==> src/include/mips_cfg.svh <==
`ifndef MIPS_CFG_SVH
`define MIPS_CFG_SVH

`define OPCODE_MSB 31
`define OPCODE_LSB 26
`define RS_MSB 25
`define RS_LSB 21
`define RT_MSB 20
`define RT_LSB 16
`define RD_MSB 15
`define RD_LSB 11
`define FUNCT_MSB 5
`define FUNCT_LSB 0
`define IMM_MSB 15
`define IMM_LSB 0
`define INDEX_MSB 25
`define INDEX_LSB 0

`define STAGE_DECODE 1
`define STAGE_EXECUTE 2
`define STAGE_MEMORY 3

`define DMEM_WORDS 64
`define RESET_PC 32'h0000_0000

`define OP_RTYPE 6'b000000
`define OP_ORI 6'b001101
`define OP_LUI 6'b001111
`define OP_LW 6'b100011
`define OP_SW 6'b101011
`define OP_BEQ 6'b000100
`define OP_JAL 6'b000011
`define FUNCT_ADD 6'b100000
`define FUNCT_SUB 6'b100010
`define FUNCT_JR 6'b001000

// operand source select, shared by decode and execute forwarding
`define FWD_NONE 2'd0
`define FWD_E 2'd1
`define FWD_M 2'd2
`define FWD_W 2'd3

`endif

==> src/verilog/mips_pkg.sv <==
`include "mips_cfg.svh"

package mips_pkg;

    typedef logic [31:0] word_t;
    typedef logic [4:0] regIdx_t;
    typedef logic signed [2:0] tCycle_t; // -1 for no use / no result

    typedef enum logic [1:0] {aluAdd, aluSub, aluOr, aluNone} aluOp_e;
    typedef enum logic [1:0] {extZero, extSign, extUpper, extNone} extOp_e;
    typedef enum logic [1:0] {srcAlu, srcMem, srcPc, srcNone} regSrc_e;
    typedef enum logic [1:0] {dstRd, dstRt, dstRa, dstNone} regDst_e;
    typedef enum logic [1:0] {jumpNone, jumpIndex, jumpReg} jump_e;
    typedef enum logic [1:0] {dmNone, dmRead, dmWrite} dmOp_e;

    typedef struct packed {
        logic aluSrc; // 1 selects the extended immediate
        aluOp_e aluOp;
        extOp_e extOp;
        dmOp_e dmOp;
        regSrc_e regSrc;
        regDst_e regDst;
        logic regWrite;
        logic branch;
        logic cmpOp; // taken when (rs == rt) matches this
        jump_e jump;
        tCycle_t tuseRs;
        tCycle_t tuseRt;
        tCycle_t tnew;
    } ctrl_t;

    typedef struct packed {
        word_t instr;
        word_t pc;
        word_t rsData;
        word_t rtData;
        logic valid;
    } deReg_t;

    typedef struct packed {
        word_t instr;
        word_t pc;
        word_t aluResult;
        word_t rtData;
        regIdx_t dstReg;
        logic writeEn;
    } emReg_t;

    typedef struct packed {
        word_t instr;
        regIdx_t dstReg;
        word_t writeData;
        logic writeEn;
    } mwReg_t;

    // 0 means the instruction writes no register
    function automatic regIdx_t destReg(input ctrl_t c, input word_t instr);
        case (c.regDst)
            dstRd: return instr[`RD_MSB:`RD_LSB];
            dstRt: return instr[`RT_MSB:`RT_LSB];
            dstRa: return 5'd31;
            default: return 5'd0;
        endcase
    endfunction

endpackage

==> src/verilog/control.sv <==
`timescale 1ns/1ns
`include "mips_cfg.svh"

module control #(
    parameter int pipeStage = `STAGE_DECODE
) (
    input  mips_pkg::word_t instr,
    output mips_pkg::ctrl_t ctrl
);
    localparam mips_pkg::tCycle_t tNone = -3'sd1;
    localparam mips_pkg::tCycle_t aluTnew = (pipeStage == `STAGE_DECODE) ? 3'sd2 :
                                            (pipeStage == `STAGE_EXECUTE) ? 3'sd1 : 3'sd0;
    localparam mips_pkg::tCycle_t loadTnew = (pipeStage == `STAGE_DECODE) ? 3'sd3 :
                                             (pipeStage == `STAGE_EXECUTE) ? 3'sd2 :
                                             (pipeStage == `STAGE_MEMORY) ? 3'sd1 : 3'sd0;
    localparam mips_pkg::tCycle_t earlyTnew = (pipeStage == `STAGE_DECODE) ? 3'sd1 : 3'sd0;

    logic [5:0] opcode;
    logic [5:0] funct;

    assign opcode = instr[`OPCODE_MSB:`OPCODE_LSB];
    assign funct = instr[`FUNCT_MSB:`FUNCT_LSB];

    always_comb begin
        // nop and unknown codes keep these
        ctrl.aluSrc = 1'b0;
        ctrl.aluOp = mips_pkg::aluNone;
        ctrl.extOp = mips_pkg::extNone;
        ctrl.dmOp = mips_pkg::dmNone;
        ctrl.regSrc = mips_pkg::srcNone;
        ctrl.regDst = mips_pkg::dstNone;
        ctrl.regWrite = 1'b0;
        ctrl.branch = 1'b0;
        ctrl.cmpOp = 1'b0;
        ctrl.jump = mips_pkg::jumpNone;
        ctrl.tuseRs = tNone;
        ctrl.tuseRt = tNone;
        ctrl.tnew = tNone;
        case (opcode)
            `OP_RTYPE: begin
                if (funct == `FUNCT_ADD || funct == `FUNCT_SUB) begin
                    ctrl.aluOp = (funct == `FUNCT_ADD) ? mips_pkg::aluAdd : mips_pkg::aluSub;
                    ctrl.regSrc = mips_pkg::srcAlu;
                    ctrl.regDst = mips_pkg::dstRd;
                    ctrl.regWrite = 1'b1;
                    ctrl.tuseRs = 3'sd1;
                    ctrl.tuseRt = 3'sd1;
                    ctrl.tnew = aluTnew;
                end else if (funct == `FUNCT_JR) begin
                    ctrl.jump = mips_pkg::jumpReg;
                    ctrl.tuseRs = 3'sd0; // target needed in decode
                end
            end
            `OP_ORI, `OP_LUI: begin
                ctrl.aluSrc = 1'b1;
                ctrl.aluOp = mips_pkg::aluOr;
                ctrl.extOp = (opcode == `OP_ORI) ? mips_pkg::extZero : mips_pkg::extUpper;
                ctrl.regSrc = mips_pkg::srcAlu;
                ctrl.regDst = mips_pkg::dstRt;
                ctrl.regWrite = 1'b1;
                ctrl.tuseRs = (opcode == `OP_ORI) ? 3'sd1 : tNone;
                ctrl.tnew = (opcode == `OP_ORI) ? aluTnew : earlyTnew;
            end
            `OP_LW, `OP_SW: begin
                ctrl.aluSrc = 1'b1;
                ctrl.aluOp = mips_pkg::aluAdd;
                ctrl.extOp = mips_pkg::extSign;
                ctrl.tuseRs = 3'sd1;
                if (opcode == `OP_LW) begin
                    ctrl.dmOp = mips_pkg::dmRead;
                    ctrl.regSrc = mips_pkg::srcMem;
                    ctrl.regDst = mips_pkg::dstRt;
                    ctrl.regWrite = 1'b1;
                    ctrl.tnew = loadTnew;
                end else begin
                    ctrl.dmOp = mips_pkg::dmWrite;
                    ctrl.tuseRt = 3'sd2; // store data used in memory
                end
            end
            `OP_BEQ: begin
                ctrl.branch = 1'b1;
                ctrl.cmpOp = 1'b1;
                ctrl.tuseRs = 3'sd0;
                ctrl.tuseRt = 3'sd0;
            end
            `OP_JAL: begin
                ctrl.jump = mips_pkg::jumpIndex;
                ctrl.regSrc = mips_pkg::srcPc;
                ctrl.regDst = mips_pkg::dstRa;
                ctrl.regWrite = 1'b1;
                ctrl.tnew = earlyTnew;
            end
            default: begin
                ctrl.regWrite = 1'b0;
            end
        endcase
    end
endmodule

==> src/verilog/fetchStage.sv <==
`timescale 1ns/1ns
`include "mips_cfg.svh"

module fetchStage (
    input  logic clk,
    input  logic rstN,
    input  logic stall,
    input  logic redirect,
    input  mips_pkg::word_t redirectPc,
    output mips_pkg::word_t instrAddr,
    input  mips_pkg::word_t instr,
    output mips_pkg::word_t fdInstr,
    output mips_pkg::word_t fdPc
);
    mips_pkg::word_t pcReg;

    assign instrAddr = pcReg;

    always_ff @(posedge clk or negedge rstN) begin
        if (!rstN) begin
            pcReg <= `RESET_PC;
            fdInstr <= '0;
            fdPc <= `RESET_PC;
        end else if (!stall) begin
            pcReg <= redirect ? redirectPc : pcReg + 32'd4;
            fdInstr <= redirect ? '0 : instr; // squash, no delay slot
            fdPc <= pcReg;
        end
    end
endmodule

==> src/verilog/decodeStage.sv <==
`timescale 1ns/1ns
`include "mips_cfg.svh"

module decodeStage (
    input  logic clk,
    input  logic rstN,
    input  logic stall,
    input  mips_pkg::word_t fdInstr,
    input  mips_pkg::word_t fdPc,
    input  logic [1:0] fwdSelRs,
    input  logic [1:0] fwdSelRt,
    input  mips_pkg::word_t fwdE,
    input  mips_pkg::word_t fwdM,
    input  mips_pkg::mwReg_t mw,
    output logic redirect,
    output mips_pkg::word_t redirectPc,
    output mips_pkg::deReg_t de
);
    mips_pkg::word_t regFile [32];
    mips_pkg::ctrl_t ctrl;
    mips_pkg::regIdx_t rs;
    mips_pkg::regIdx_t rt;
    mips_pkg::word_t rfRs;
    mips_pkg::word_t rfRt;
    mips_pkg::word_t rsVal;
    mips_pkg::word_t rtVal;
    mips_pkg::word_t pcPlus4;
    mips_pkg::word_t branchTarget;
    logic taken;

    control #(.pipeStage(`STAGE_DECODE)) decodeCtrl (.instr(fdInstr), .ctrl(ctrl));

    assign rs = fdInstr[`RS_MSB:`RS_LSB];
    assign rt = fdInstr[`RT_MSB:`RT_LSB];

    always_ff @(posedge clk) begin
        if (mw.writeEn) begin
            regFile[mw.dstReg] <= mw.writeData;
        end
    end

    // write-through read, $0 reads zero
    assign rfRs = (rs == 5'd0) ? '0 :
                  (mw.writeEn && mw.dstReg == rs) ? mw.writeData : regFile[rs];
    assign rfRt = (rt == 5'd0) ? '0 :
                  (mw.writeEn && mw.dstReg == rt) ? mw.writeData : regFile[rt];

    assign rsVal = (fwdSelRs == `FWD_E) ? fwdE : (fwdSelRs == `FWD_M) ? fwdM :
                   (fwdSelRs == `FWD_W) ? mw.writeData : rfRs;
    assign rtVal = (fwdSelRt == `FWD_E) ? fwdE : (fwdSelRt == `FWD_M) ? fwdM :
                   (fwdSelRt == `FWD_W) ? mw.writeData : rfRt;

    assign pcPlus4 = fdPc + 32'd4;
    assign branchTarget = pcPlus4 + {{14{fdInstr[15]}}, fdInstr[`IMM_MSB:`IMM_LSB], 2'b00};
    assign taken = ctrl.branch && ((rsVal == rtVal) == ctrl.cmpOp);

    assign redirectPc = (ctrl.jump == mips_pkg::jumpReg) ? rsVal :
                        (ctrl.jump == mips_pkg::jumpIndex) ?
                        {pcPlus4[31:28], fdInstr[`INDEX_MSB:`INDEX_LSB], 2'b00} : branchTarget;
    // operands are stale while stalled
    assign redirect = !stall && (taken || ctrl.jump != mips_pkg::jumpNone);

    always_ff @(posedge clk or negedge rstN) begin
        if (!rstN) begin
            de <= '0;
        end else if (stall) begin
            de <= '0; // bubble
        end else begin
            de <= '{instr: fdInstr, pc: fdPc, rsData: rsVal, rtData: rtVal, valid: 1'b1};
        end
    end
endmodule

==> src/verilog/hazardUnit.sv <==
`timescale 1ns/1ns
`include "mips_cfg.svh"

module hazardUnit (
    input  mips_pkg::word_t fdInstr,
    input  mips_pkg::word_t deInstr,
    input  mips_pkg::word_t emInstr,
    input  mips_pkg::mwReg_t mw,
    output logic stall,
    output logic [1:0] fwdSelRs,
    output logic [1:0] fwdSelRt,
    output logic [1:0] exFwdRs,
    output logic [1:0] exFwdRt
);
    mips_pkg::ctrl_t dCtrl;
    mips_pkg::ctrl_t eCtrl;
    mips_pkg::ctrl_t mCtrl;
    mips_pkg::regIdx_t dRs;
    mips_pkg::regIdx_t dRt;
    mips_pkg::regIdx_t eDst;
    mips_pkg::regIdx_t mDst;
    mips_pkg::regIdx_t wDst;
    logic eReady;
    logic mReady;

    control #(.pipeStage(`STAGE_DECODE)) dCopy (.instr(fdInstr), .ctrl(dCtrl));
    control #(.pipeStage(`STAGE_EXECUTE)) eCopy (.instr(deInstr), .ctrl(eCtrl));
    control #(.pipeStage(`STAGE_MEMORY)) mCopy (.instr(emInstr), .ctrl(mCtrl));

    function automatic logic clash(input mips_pkg::regIdx_t src, input mips_pkg::tCycle_t tuse,
                                   input mips_pkg::regIdx_t dst, input mips_pkg::tCycle_t tnew);
        return src != 5'd0 && tuse >= 0 && dst == src && tnew > tuse;
    endfunction

    // youngest ready producer wins
    function automatic logic [1:0] pick(input mips_pkg::regIdx_t src,
                                        input mips_pkg::regIdx_t dstE, input logic readyE,
                                        input mips_pkg::regIdx_t dstM, input logic readyM,
                                        input mips_pkg::regIdx_t dstW);
        if (src == 5'd0) return `FWD_NONE;
        if (src == dstE && readyE) return `FWD_E;
        if (src == dstM && readyM) return `FWD_M;
        if (src == dstW) return `FWD_W;
        return `FWD_NONE;
    endfunction

    assign dRs = fdInstr[`RS_MSB:`RS_LSB];
    assign dRt = fdInstr[`RT_MSB:`RT_LSB];
    assign eDst = mips_pkg::destReg(eCtrl, deInstr);
    assign mDst = mips_pkg::destReg(mCtrl, emInstr);
    assign wDst = mw.writeEn ? mw.dstReg : 5'd0;
    assign eReady = eCtrl.tnew == 0;
    assign mReady = mCtrl.tnew == 0;

    assign stall = clash(dRs, dCtrl.tuseRs, eDst, eCtrl.tnew) ||
                   clash(dRs, dCtrl.tuseRs, mDst, mCtrl.tnew) ||
                   clash(dRt, dCtrl.tuseRt, eDst, eCtrl.tnew) ||
                   clash(dRt, dCtrl.tuseRt, mDst, mCtrl.tnew);

    assign fwdSelRs = pick(dRs, eDst, eReady, mDst, mReady, wDst);
    assign fwdSelRt = pick(dRt, eDst, eReady, mDst, mReady, wDst);
    assign exFwdRs = pick(deInstr[`RS_MSB:`RS_LSB], 5'd0, 1'b0, mDst, mReady, wDst);
    assign exFwdRt = pick(deInstr[`RT_MSB:`RT_LSB], 5'd0, 1'b0, mDst, mReady, wDst);
endmodule

==> src/verilog/executeStage.sv <==
`timescale 1ns/1ns
`include "mips_cfg.svh"

module executeStage (
    input  logic clk,
    input  logic rstN,
    input  mips_pkg::deReg_t de,
    input  logic [1:0] exFwdRs,
    input  logic [1:0] exFwdRt,
    input  mips_pkg::word_t fwdM,
    input  mips_pkg::mwReg_t mw,
    output mips_pkg::word_t fwdE,
    output mips_pkg::emReg_t em
);
    mips_pkg::ctrl_t ctrl;
    mips_pkg::word_t rsVal;
    mips_pkg::word_t rtVal;
    mips_pkg::word_t immExt;
    mips_pkg::word_t aluB;
    mips_pkg::word_t aluResult;
    mips_pkg::regIdx_t dst;
    logic [15:0] imm;

    control #(.pipeStage(`STAGE_EXECUTE)) exCtrl (.instr(de.instr), .ctrl(ctrl));

    assign rsVal = (exFwdRs == `FWD_M) ? fwdM : (exFwdRs == `FWD_W) ? mw.writeData : de.rsData;
    assign rtVal = (exFwdRt == `FWD_M) ? fwdM : (exFwdRt == `FWD_W) ? mw.writeData : de.rtData;

    assign imm = de.instr[`IMM_MSB:`IMM_LSB];
    assign immExt = (ctrl.extOp == mips_pkg::extZero) ? {16'h0000, imm} :
                    (ctrl.extOp == mips_pkg::extSign) ? {{16{imm[15]}}, imm} :
                    (ctrl.extOp == mips_pkg::extUpper) ? {imm, 16'h0000} : '0;
    assign aluB = ctrl.aluSrc ? immExt : rtVal;

    always_comb begin
        case (ctrl.aluOp)
            mips_pkg::aluAdd: aluResult = rsVal + aluB;
            mips_pkg::aluSub: aluResult = rsVal - aluB;
            mips_pkg::aluOr: aluResult = rsVal | aluB;
            default: aluResult = '0;
        endcase
    end

    assign fwdE = (ctrl.regSrc == mips_pkg::srcPc) ? de.pc + 32'd4 : aluResult; // jal link
    assign dst = mips_pkg::destReg(ctrl, de.instr);

    always_ff @(posedge clk or negedge rstN) begin
        if (!rstN) begin
            em <= '0;
        end else begin
            em <= '{instr: de.instr, pc: de.pc, aluResult: aluResult, rtData: rtVal,
                    dstReg: dst, writeEn: ctrl.regWrite && de.valid && dst != 5'd0};
        end
    end
endmodule

==> src/verilog/memoryStage.sv <==
`timescale 1ns/1ns
`include "mips_cfg.svh"

module memoryStage (
    input  logic clk,
    input  logic rstN,
    input  mips_pkg::emReg_t em,
    output mips_pkg::word_t fwdM,
    output mips_pkg::mwReg_t mw
);
    mips_pkg::word_t dmem [`DMEM_WORDS];
    mips_pkg::ctrl_t ctrl;
    mips_pkg::word_t storeData;
    mips_pkg::word_t wbValue;
    mips_pkg::regIdx_t rt;
    logic [$clog2(`DMEM_WORDS)-1:0] dmIdx;

    control #(.pipeStage(`STAGE_MEMORY)) memCtrl (.instr(em.instr), .ctrl(ctrl));

    assign dmIdx = em.aluResult[$clog2(`DMEM_WORDS)+1:2]; // word index, wraps
    assign rt = em.instr[`RT_MSB:`RT_LSB];
    // sw right behind a load picks up the loaded word here
    assign storeData = (mw.writeEn && mw.dstReg == rt) ? mw.writeData : em.rtData;

    assign fwdM = (ctrl.regSrc == mips_pkg::srcPc) ? em.pc + 32'd4 : em.aluResult;
    assign wbValue = (ctrl.regSrc == mips_pkg::srcMem) ? dmem[dmIdx] : fwdM;

    always_ff @(posedge clk) begin
        if (ctrl.dmOp == mips_pkg::dmWrite) begin
            dmem[dmIdx] <= storeData;
        end
    end

    always_ff @(posedge clk or negedge rstN) begin
        if (!rstN) begin
            mw <= '0;
        end else begin
            mw <= '{instr: em.instr, dstReg: em.dstReg, writeData: wbValue, writeEn: em.writeEn};
        end
    end
endmodule

==> src/verilog/mipsPipe.sv <==
`timescale 1ns/1ns

module mipsPipe (
    input  logic clk,
    input  logic rstN,
    output mips_pkg::word_t instrAddr,
    input  mips_pkg::word_t instr,
    output logic wbEn,
    output mips_pkg::regIdx_t wbReg,
    output mips_pkg::word_t wbData,
    output mips_pkg::word_t pc
);
    mips_pkg::word_t fdInstr;
    mips_pkg::word_t fdPc;
    mips_pkg::word_t redirectPc;
    mips_pkg::word_t fwdE;
    mips_pkg::word_t fwdM;
    mips_pkg::deReg_t de;
    mips_pkg::emReg_t em;
    mips_pkg::mwReg_t mw;
    logic stall;
    logic redirect;
    logic [1:0] fwdSelRs;
    logic [1:0] fwdSelRt;
    logic [1:0] exFwdRs;
    logic [1:0] exFwdRt;

    fetchStage fetch (.clk(clk), .rstN(rstN), .stall(stall), .redirect(redirect),
                      .redirectPc(redirectPc), .instrAddr(instrAddr), .instr(instr),
                      .fdInstr(fdInstr), .fdPc(fdPc));

    decodeStage decode (.clk(clk), .rstN(rstN), .stall(stall), .fdInstr(fdInstr), .fdPc(fdPc),
                        .fwdSelRs(fwdSelRs), .fwdSelRt(fwdSelRt), .fwdE(fwdE), .fwdM(fwdM),
                        .mw(mw), .redirect(redirect), .redirectPc(redirectPc), .de(de));

    hazardUnit hazard (.fdInstr(fdInstr), .deInstr(de.instr), .emInstr(em.instr), .mw(mw),
                       .stall(stall), .fwdSelRs(fwdSelRs), .fwdSelRt(fwdSelRt),
                       .exFwdRs(exFwdRs), .exFwdRt(exFwdRt));

    executeStage execute (.clk(clk), .rstN(rstN), .de(de), .exFwdRs(exFwdRs),
                          .exFwdRt(exFwdRt), .fwdM(fwdM), .mw(mw), .fwdE(fwdE), .em(em));

    memoryStage memory (.clk(clk), .rstN(rstN), .em(em), .fwdM(fwdM), .mw(mw));

    assign wbEn = mw.writeEn;
    assign wbReg = mw.dstReg;
    assign wbData = mw.writeData;
    assign pc = instrAddr;
endmodule

==> config.mk <==
export PLATFORM = sky130hd
export DESIGN_NAME = mipsPipe
export DESIGN_NICKNAME = d
export VERILOG_FILES = /design/src/verilog/mips_pkg.sv /design/src/verilog/control.sv /design/src/verilog/fetchStage.sv /design/src/verilog/decodeStage.sv /design/src/verilog/hazardUnit.sv /design/src/verilog/executeStage.sv /design/src/verilog/memoryStage.sv /design/src/verilog/mipsPipe.sv
export VERILOG_INCLUDE_DIRS = /design/src /design/src/include
export SDC_FILE = /design/constraint.sdc
export NUM_CORES = 2
export LEC_CHECK = 0
export BUFFER_PORTS_ARGS = -buffer_cell sky130_fd_sc_hd__buf_2
export CELL_PAD_IN_SITES_DETAIL_PLACEMENT = 1
export CELL_PAD_IN_SITES_GLOBAL_PLACEMENT = 2
export CORE_MARGIN = 2
export CORE_UTILIZATION = 53
export CTS_BUF_LIST = sky130_fd_sc_hd__clkbuf_4 sky130_fd_sc_hd__clkbuf_8
export DETAILED_ROUTE_END_ITERATION = 10
export PLACE_DENSITY_LB_ADDON = 0.2
export SETUP_SLACK_MARGIN = 0.4
export SLEW_MARGIN = 40
export SYNTH_ARGS = -nofsm -noshare
export SYNTH_HDL_FRONTEND = slang
export SYNTH_SLANG_ARGS = --single-unit
==> constraint.sdc <==
create_clock -name clk -period 21.3 [get_ports clk]
set_input_delay 1.065 -clock clk [delete_from_list [all_inputs] [get_ports clk]]
set_output_delay 1.065 -clock clk [all_outputs]
set_load 0.05 [all_outputs]
Word-level counts from Yosys, hierarchy flattened
Memory sizes are Yosys's and may differ from the RTL's. Index checks and enable logic that the tools add are counted.

Bitwise operators: 1. Muxes and demuxes: 127. Add/sub/neg operators: 7. Reductions and logical operators: 57. $lt $le $gt $ge: 6. Multiply operators: 0. Shift-type cells: 0. Div/mod/pow operators: 0. Eq/ne operators: 66.

Operators with widths (number): $mux W32 (26); $mux W129 (1); $add A32 B3 Y32 const B (4); $pmux W32 S3 (1); $eq A5 B5 Y1 (17); $eq A6 B6 Y1 const B (12); $mux W2 (34); $add A32 B32 Y32 (2); $logic_not A32 Y1 (2); $eq A6 B4 Y1 const B (7); $mux W1 (39); $eq A2 B2 Y1 const B (16); $eq A32 B32 Y1 (1); $or A32 B32 Y32 (1); $pmux W4 S4 (2); $sub A32 B32 Y32 (1); $mux W5 (6); $pmux W5 S3 (2); $pmux W3 S4 (2); $logic_and A1 B1 Y1 (23); $mux W3 (7); $logic_not A5 Y1 (4); $eq A6 B2 Y1 const B (3); $logic_not A6 Y1 (3); other kinds (18) (48).

Bits in read-only memories: 0. Memories kept: 2. RAM bits: 3072. Bits of input ports: 34. Bits in registers: 397. Logic and storage cells: 283. Output and inout bits: 102. Bits in latches: 0.

Memory list: memory.dmem (words 64, bits a word 32, read ports 1, clocked after Yosys merged registers in 0, wr ports 1, RTL line memoryStage.sv:11) `` mips_pkg::word_t dmem [`DMEM_WORDS]; ``; decode.regFile (words 32, bits a word 32, read ports 2, clocked after Yosys merged registers in 0, wr ports 1, RTL line decodeStage.sv:19) `mips_pkg::word_t regFile [32];`.

Logic depth before layout (Yosys ltp)
Depth in word-level cells: 29. Gate-level depth with buffers: 37.

Cells and area by module
From an unflattened synthesis, not the netlist that was laid out.

Cells, all modules: 9854. Area total of the unflattened synthesis: 156383.7 um2.

By module, submodules not included: memoryStage (times used 1, area each 82227.6 um2, sequential area each 63250.7 um2, cells an instance 4417); decodeStage (times used 1, area each 56609.3 um2, sequential area each 33977.6 um2, cells an instance 3350); executeStage (times used 1, area each 9151.3 um2, sequential area each 3353.2 um2, cells an instance 1037); fetchStage (times used 1, area each 4399.2 um2, sequential area each 2402.3 um2, cells an instance 441); hazardUnit (times used 1, area each 1446.4 um2, sequential area each 0.0 um2, cells an instance 209); control (execute.exCtrl ...) (times used 2, area each 432.9 um2, sequential area each 0.0 um2, cells an instance 65); control (decode.decodeCtrl ...) (times used 2, area each 384.1 um2, sequential area each 0.0 um2, cells an instance 64); control (hazard.mCopy ...) (times used 2, area each 337.8 um2, sequential area each 0.0 um2, cells an instance 55); mipsPipe (times used 1, area each 240.2 um2, sequential area each 0.0 um2, cells an instance 32).

Worst setup path after synthesis
Ideal clock, no wire load.

Kind: register to register. Start point: register execute.em[105] (netlist name). End point: register fetch.pcReg[27], in the netlist fetch.instrAddr[27]. Cell stages (with the launch flop): 33. Clock period less this slack: 8.686 ns. Slack: 12.614 ns. Setup time: 0.153 ns. Data arrival time: 8.533 ns. Path through: dfrtp_1 -> or4b_1 -> o211a_1 -> buf_6 -> o311a_1 -> o22a_2 -> a31oi_4 -> buf_4 -> mux2i_1 -> o21a_1 -> nand4_1 -> or4_4 -> nor4_1 -> a21oi_1 -> xor2_1 -> ha_1 -> a21o_1 -> a21o_1 -> a21oi_1 -> nor2b_1 -> a311o_1 -> a211o_1 -> a32oi_1 -> o21ai_1 -> o21ai_0 -> mux2_2 -> or4_1 -> nor4_2 -> o211ai_2 -> o21ai_4 -> buf_6 -> a2bb2oi_1 -> o311ai_1.

Word-level cells in the longest chain between the ends: 27.

RTL lines: $eq A6 B6 Y1 (no source line); $logic_or A1 B1 Y1 (no source line) (*); $mux W5 (RTL line control.sv:41) `` if (funct == `FUNCT_ADD || funct == `FUNCT_SUB) begin ``; $pmux W4 S4 (RTL line control.sv:39) `case (opcode)`; $eq A2 B2 Y1 (tied with other cells) (RTL line mips_pkg.sv:58) `case (c.regDst)`; $pmux W5 S3 (RTL line mips_pkg.sv:58); $eq A5 B5 Y1 (RTL line hazardUnit.sv:42) `` if (src == dstM && readyM) return `FWD_M; ``; $logic_and A1 B1 Y1 (RTL line hazardUnit.sv:42); [11 not listed]; $mux W32 (RTL line executeStage.sv:44) `assign fwdE = (ctrl.regSrc == mips_pkg::srcPc) ? de.pc + 32'd4 : aluResult;`; $mux W32 (on tied branches) (RTL line decodeStage.sv:48, decodeStage.sv:50); $eq A32 B32 Y1 (RTL line decodeStage.sv:55) `assign taken = ctrl.branch && ((rsVal == rtVal) == ctrl.cmpOp);`; $eq A1 B1 Y1 (RTL line decodeStage.sv:55); $logic_and A1 B1 Y1 (RTL line decodeStage.sv:55); $logic_or A1 B1 Y1 (RTL line decodeStage.sv:61) `assign redirect = !stall && (taken || ctrl.jump != mips_pkg::jumpNone);`; $logic_and A1 B1 Y1 (RTL line decodeStage.sv:61); $mux W32 (RTL line fetchStage.sv:25) `pcReg <= redirect ? redirectPc : pcReg + 32'd4;`; to (signal assigned) (RTL line fetchStage.sv:21) `` pcReg <= `RESET_PC; ``; to (signal assigned) (RTL line fetchStage.sv:25); to (decl) (RTL line fetchStage.sv:15) `mips_pkg::word_t pcReg;`.

Mark *: on every way between the ends. The rest lies on a longest branch, timed or not. The select of a mux whose other input is x is not followed. A chain may end at the register's enable or synchronous reset.

Final worst setup path
Start point: register execute.em[130] (netlist name). End point: register fetch.pcReg[0], in the netlist fetch.instrAddr[0].

Word-level cells in the longest chain between the ends: 26.

RTL lines (RTL line): $eq A6 B6 Y1 / $eq A6 B4 Y1 (equally long branches); $reduce_or A2 Y1 (tied with other cells) (control.sv:39); $pmux W4 S4 (control.sv:39); $eq A2 B2 Y1 (tied with other cells) (mips_pkg.sv:58); $pmux W5 S3 (mips_pkg.sv:58); $eq A5 B5 Y1 (hazardUnit.sv:42); $logic_and A1 B1 Y1 (hazardUnit.sv:42); $mux W2 (hazardUnit.sv:42); [10 not listed]; $mux W32 (executeStage.sv:44); $mux W32 (on tied branches) (decodeStage.sv:48, decodeStage.sv:50); $eq A32 B32 Y1 (decodeStage.sv:55); $eq A1 B1 Y1 (decodeStage.sv:55); $logic_and A1 B1 Y1 (decodeStage.sv:55); $logic_or A1 B1 Y1 (decodeStage.sv:61); $logic_and A1 B1 Y1 (decodeStage.sv:61); $mux W32 (fetchStage.sv:25).

Several ways; a longest one is shown, not always the timed one. The select of a mux whose other input is x is not followed.

==> run_results.csv <==
group,metric,value,unit
critical_path,path_buf_inv,0,
critical_path,crit_family,"compound AO/OA/AOI/OAI gates",
global_routing,grt_use_met2,63.0,%
yosys,syn-num-nets,9469,
critical_path,crit_type,"reg -> reg",
die,die_width,534,um
critical_path,start_kind,"flip-flop",
global_routing,first_global_vias,101354,
route,vias_per_cell,7.18,
sta,timing.fmax,83.0,MHz
sta,slew_headroom,30.3,%
yosys,yosys_warnings,0,
critical_path,crit_cells,29,
sta,fin_setup_tns,0,ns
route,drt-initial-drc-count,15245,
clocking,cts_buffer_depth,4,
clocking,clock-sinks,3458,
critical_path,reg2reg_depth,29,
hold_path,hold_path_depth,2,
sta,fin_crit_sh,56.6,%
power,switching_share,29.8,%
route,drt_first_pass_iters,8,
die,ioPinCount,136,
finish,instances_no_fill,13956,
die,rows,194,
finish,final_nets,9903,
global_routing,busiest_layer,"met2",
yosys,ys_ff_latch,3458,
placed_design,place.detailed.hpwl,365,mm
power,p_seq_share,48.8,%
route,wl,585,mm
power,p_int,11500,uW
placed_design,gp_congestion,1.03,
finish,final_area,167000,sq um
yosys,synthCells,9356,
global_routing,antenna_found_initial,44,
hold_path,hold_class,"in -> reg",
clocking,clockRootBuffer,"clkbuf_8",
die,start_util,53.3,%
route,vias,100139,
global_routing,gr-total-overflow,0,
power,power.density,97.6,nW/um^2
route,post-route-drc-count,0,
sta,rsz0062_at_grt,"no",
route,wire_per_inst,41.9,um
finish,final_util,59.9,%
placed_design,dpl.cell_count,12930,
power,clock_power_share,36.1,%
yosys,synth_edf_count,3072,
critical_path,critPathArrivalTime,13.09,ns
finish,drive_gt1_share,23.3,%
yosys,netlist_area,149000,sq um
global_routing,grt_max_degree,123,
clocking,path_clk_slew,0.07,ns
finish,multi_input_area,45100,sq um
finish,seq_area,102000,sq um
critical_path,setup.worst_path.end_class,"flip-flop",
finish,fill_cells,25189,
die,fp.coreArea,279000,sq um
finish,final_common_cell,"edfxtp_1",
sta,setup_viol,0,
power,p_sw,4860,uW
power,leakage,0.0553,uW
critical_path,critPathMaxFanout,44,
finish,syn2layout_area_growth,12.5,%
sta,tightest_slew,1.04,ns
route,drtAntennaViolNets,0,
yosys,async_flop_share,11.2,%
power,vdd_drop_max,0.0000890,V
sta,skew,0.120,ns
placed_design,portBuffers,135,
run_status,status,"complete, no violations",
sta,min_period,12.05,ns
global_routing,grt_pass1_wl,811,mm
clocking,htreeDepth,6,
global_routing,gr-usage-all-layers,40.7,%
power,comb_power_share,15.1,%
sta,finalMaxSlewViolations,0,
placed_design,place_area,156000,sq um
critical_path,required,22.34,ns
clocking,cts_made_buffers,574,
clocking,post_cts_buffers,0,
global_routing,use_met3,8.51,%
finish,final_cell_mix,"3072 x edfxtp_1, 672 x a22oi_1, 616 x mux4_2, 590 x clkbuf_8, 521 x nand2_1",
yosys,syn-mean-instance-area,15.9,sq um
yosys,ys_types,120,
flow_run,drv_cap,0,
yosys,ys.flop_type,"edfxtp_1",
clocking,clk_latency,1.25,ns
critical_path,critPathMaxStageDelay,0.66,ns
die,die_h,534,um
yosys,ys_seq_area_share,68.5,%
clocking,cts_tree,"yes",
global_routing,gr-usage-met1,53.8,%
sta,report.final.hold_viol_count,0,
die,dieArea,285000,sq um
critical_path,slowest_stage,"o21ai_2",
## routing by layer
layer	up-vias	wire length [um]
met1	52368	212000
met4	18	41500
met3	1480	61100
li1	39268	-
met5	-	179
met2	7005	270000
## timing repair
item                      CTS  global route
hold endpoints to repair   76             0
resized for setup           0             0
hold buffers                1             0
## cell type report
type,instances,area share (%)
tap,3724,2.78
sequential,3458,60.9
multi-input combinational,5152,26.9
clock buffer,771,5.66
inverter,71,0.165
clock inverter,230,1.02
antenna,17,0.0254
timing repair buffer,533,2.49
## worst paths after layout
kind / start / to / slack [ns]
setup / recovery: execute.em[130] / fetch.instrAddr[0] / 9.25
max in group asynchronous: rstN / memory.mw[11] / 18.89
hold reg to reg: execute.em[2] / memory.mw[34] / 0.32
hold / removal: instr[4] / fetch.fdInstr[4] / 0.1
min in group asynchronous: rstN / fetch.fdPc[4] / 0.33
setup reg to reg: execute.em[130] / fetch.instrAddr[0] / 9.25
## power groups by stage
| stage | logic [uW] | clock network, uW | registers, uW |
|---|---|---|---|
| after floorplan | 1320 | 0 | 8060 |
| after global placement | 2360 | 0 | 8100 |
| after detailed placement | 2400 | 0 | 8100 |
| after CTS | 2410 | 5920 | 7970 |
| after global routing | 2560 | 6190 | 7980 |
| final | 2470 | 5900 | 7970 |
## flip-flops by register name, indices dropped and copies added, names as in the netlist
signal,count
decode.de,129
decode.regFile,1024
execute.em,123
fetch.fdInstr,32
fetch.fdPc,32
fetch.instrAddr,32
memory.dmem,2048
memory.mw,38
## kinds of logic (layout without fill, tap and decap cells)
family,count (synthesis),after routing,share of synthesized area (%)
other cells,0,17,0
buf+inv,746,1605,2.05
mux,743,743,10.2
simple gates,1776,1776,5.82
fa+ha+maj,79,79,0.674
compound gates,2341,2341,11.5
flops,3458,3458,68.5
xor+xnor,213,213,1.25
## cell usage after synthesis, types with 114 or more instances
| master | n | share of area, % |
|---|---|---|
| xnor2_1 | 115 | 0.68 |
| nor2_1 | 434 | 1.1 |
| clkbuf_1 | 412 | 1.0 |
| nand3_1 | 147 | 0.49 |
| a22o_1 | 228 | 1.3 |
| a21oi_1 | 252 | 0.85 |
| and2_1 | 114 | 0.48 |
| buf_1 | 159 | 0.40 |
| edfxtp_1 | 3072 | 62 |
| nand2_1 | 533 | 1.3 |
| a22oi_1 | 672 | 3.4 |
| a31oi_1 | 177 | 0.74 |
| nand4_1 | 170 | 0.71 |
| dfrtp_1 | 386 | 6.5 |
| mux4_2 | 616 | 9.3 |
| a221oi_1 | 200 | 1.2 |
| o21ai_0 | 267 | 0.90 |
## through the flow
stage,power [uW],hold slack [ns],setup WS (ns)
global route,16700,0.130,8.73
CTS,16300,0.0495,9.58
floorplan,9380,0.331,12.61
detailed placement,10500,0.336,9.62
finish,16300,0.0968,9.25
global placement,10500,0.339,9.73
Note: power is estimated with default switching activity, not from simulation.
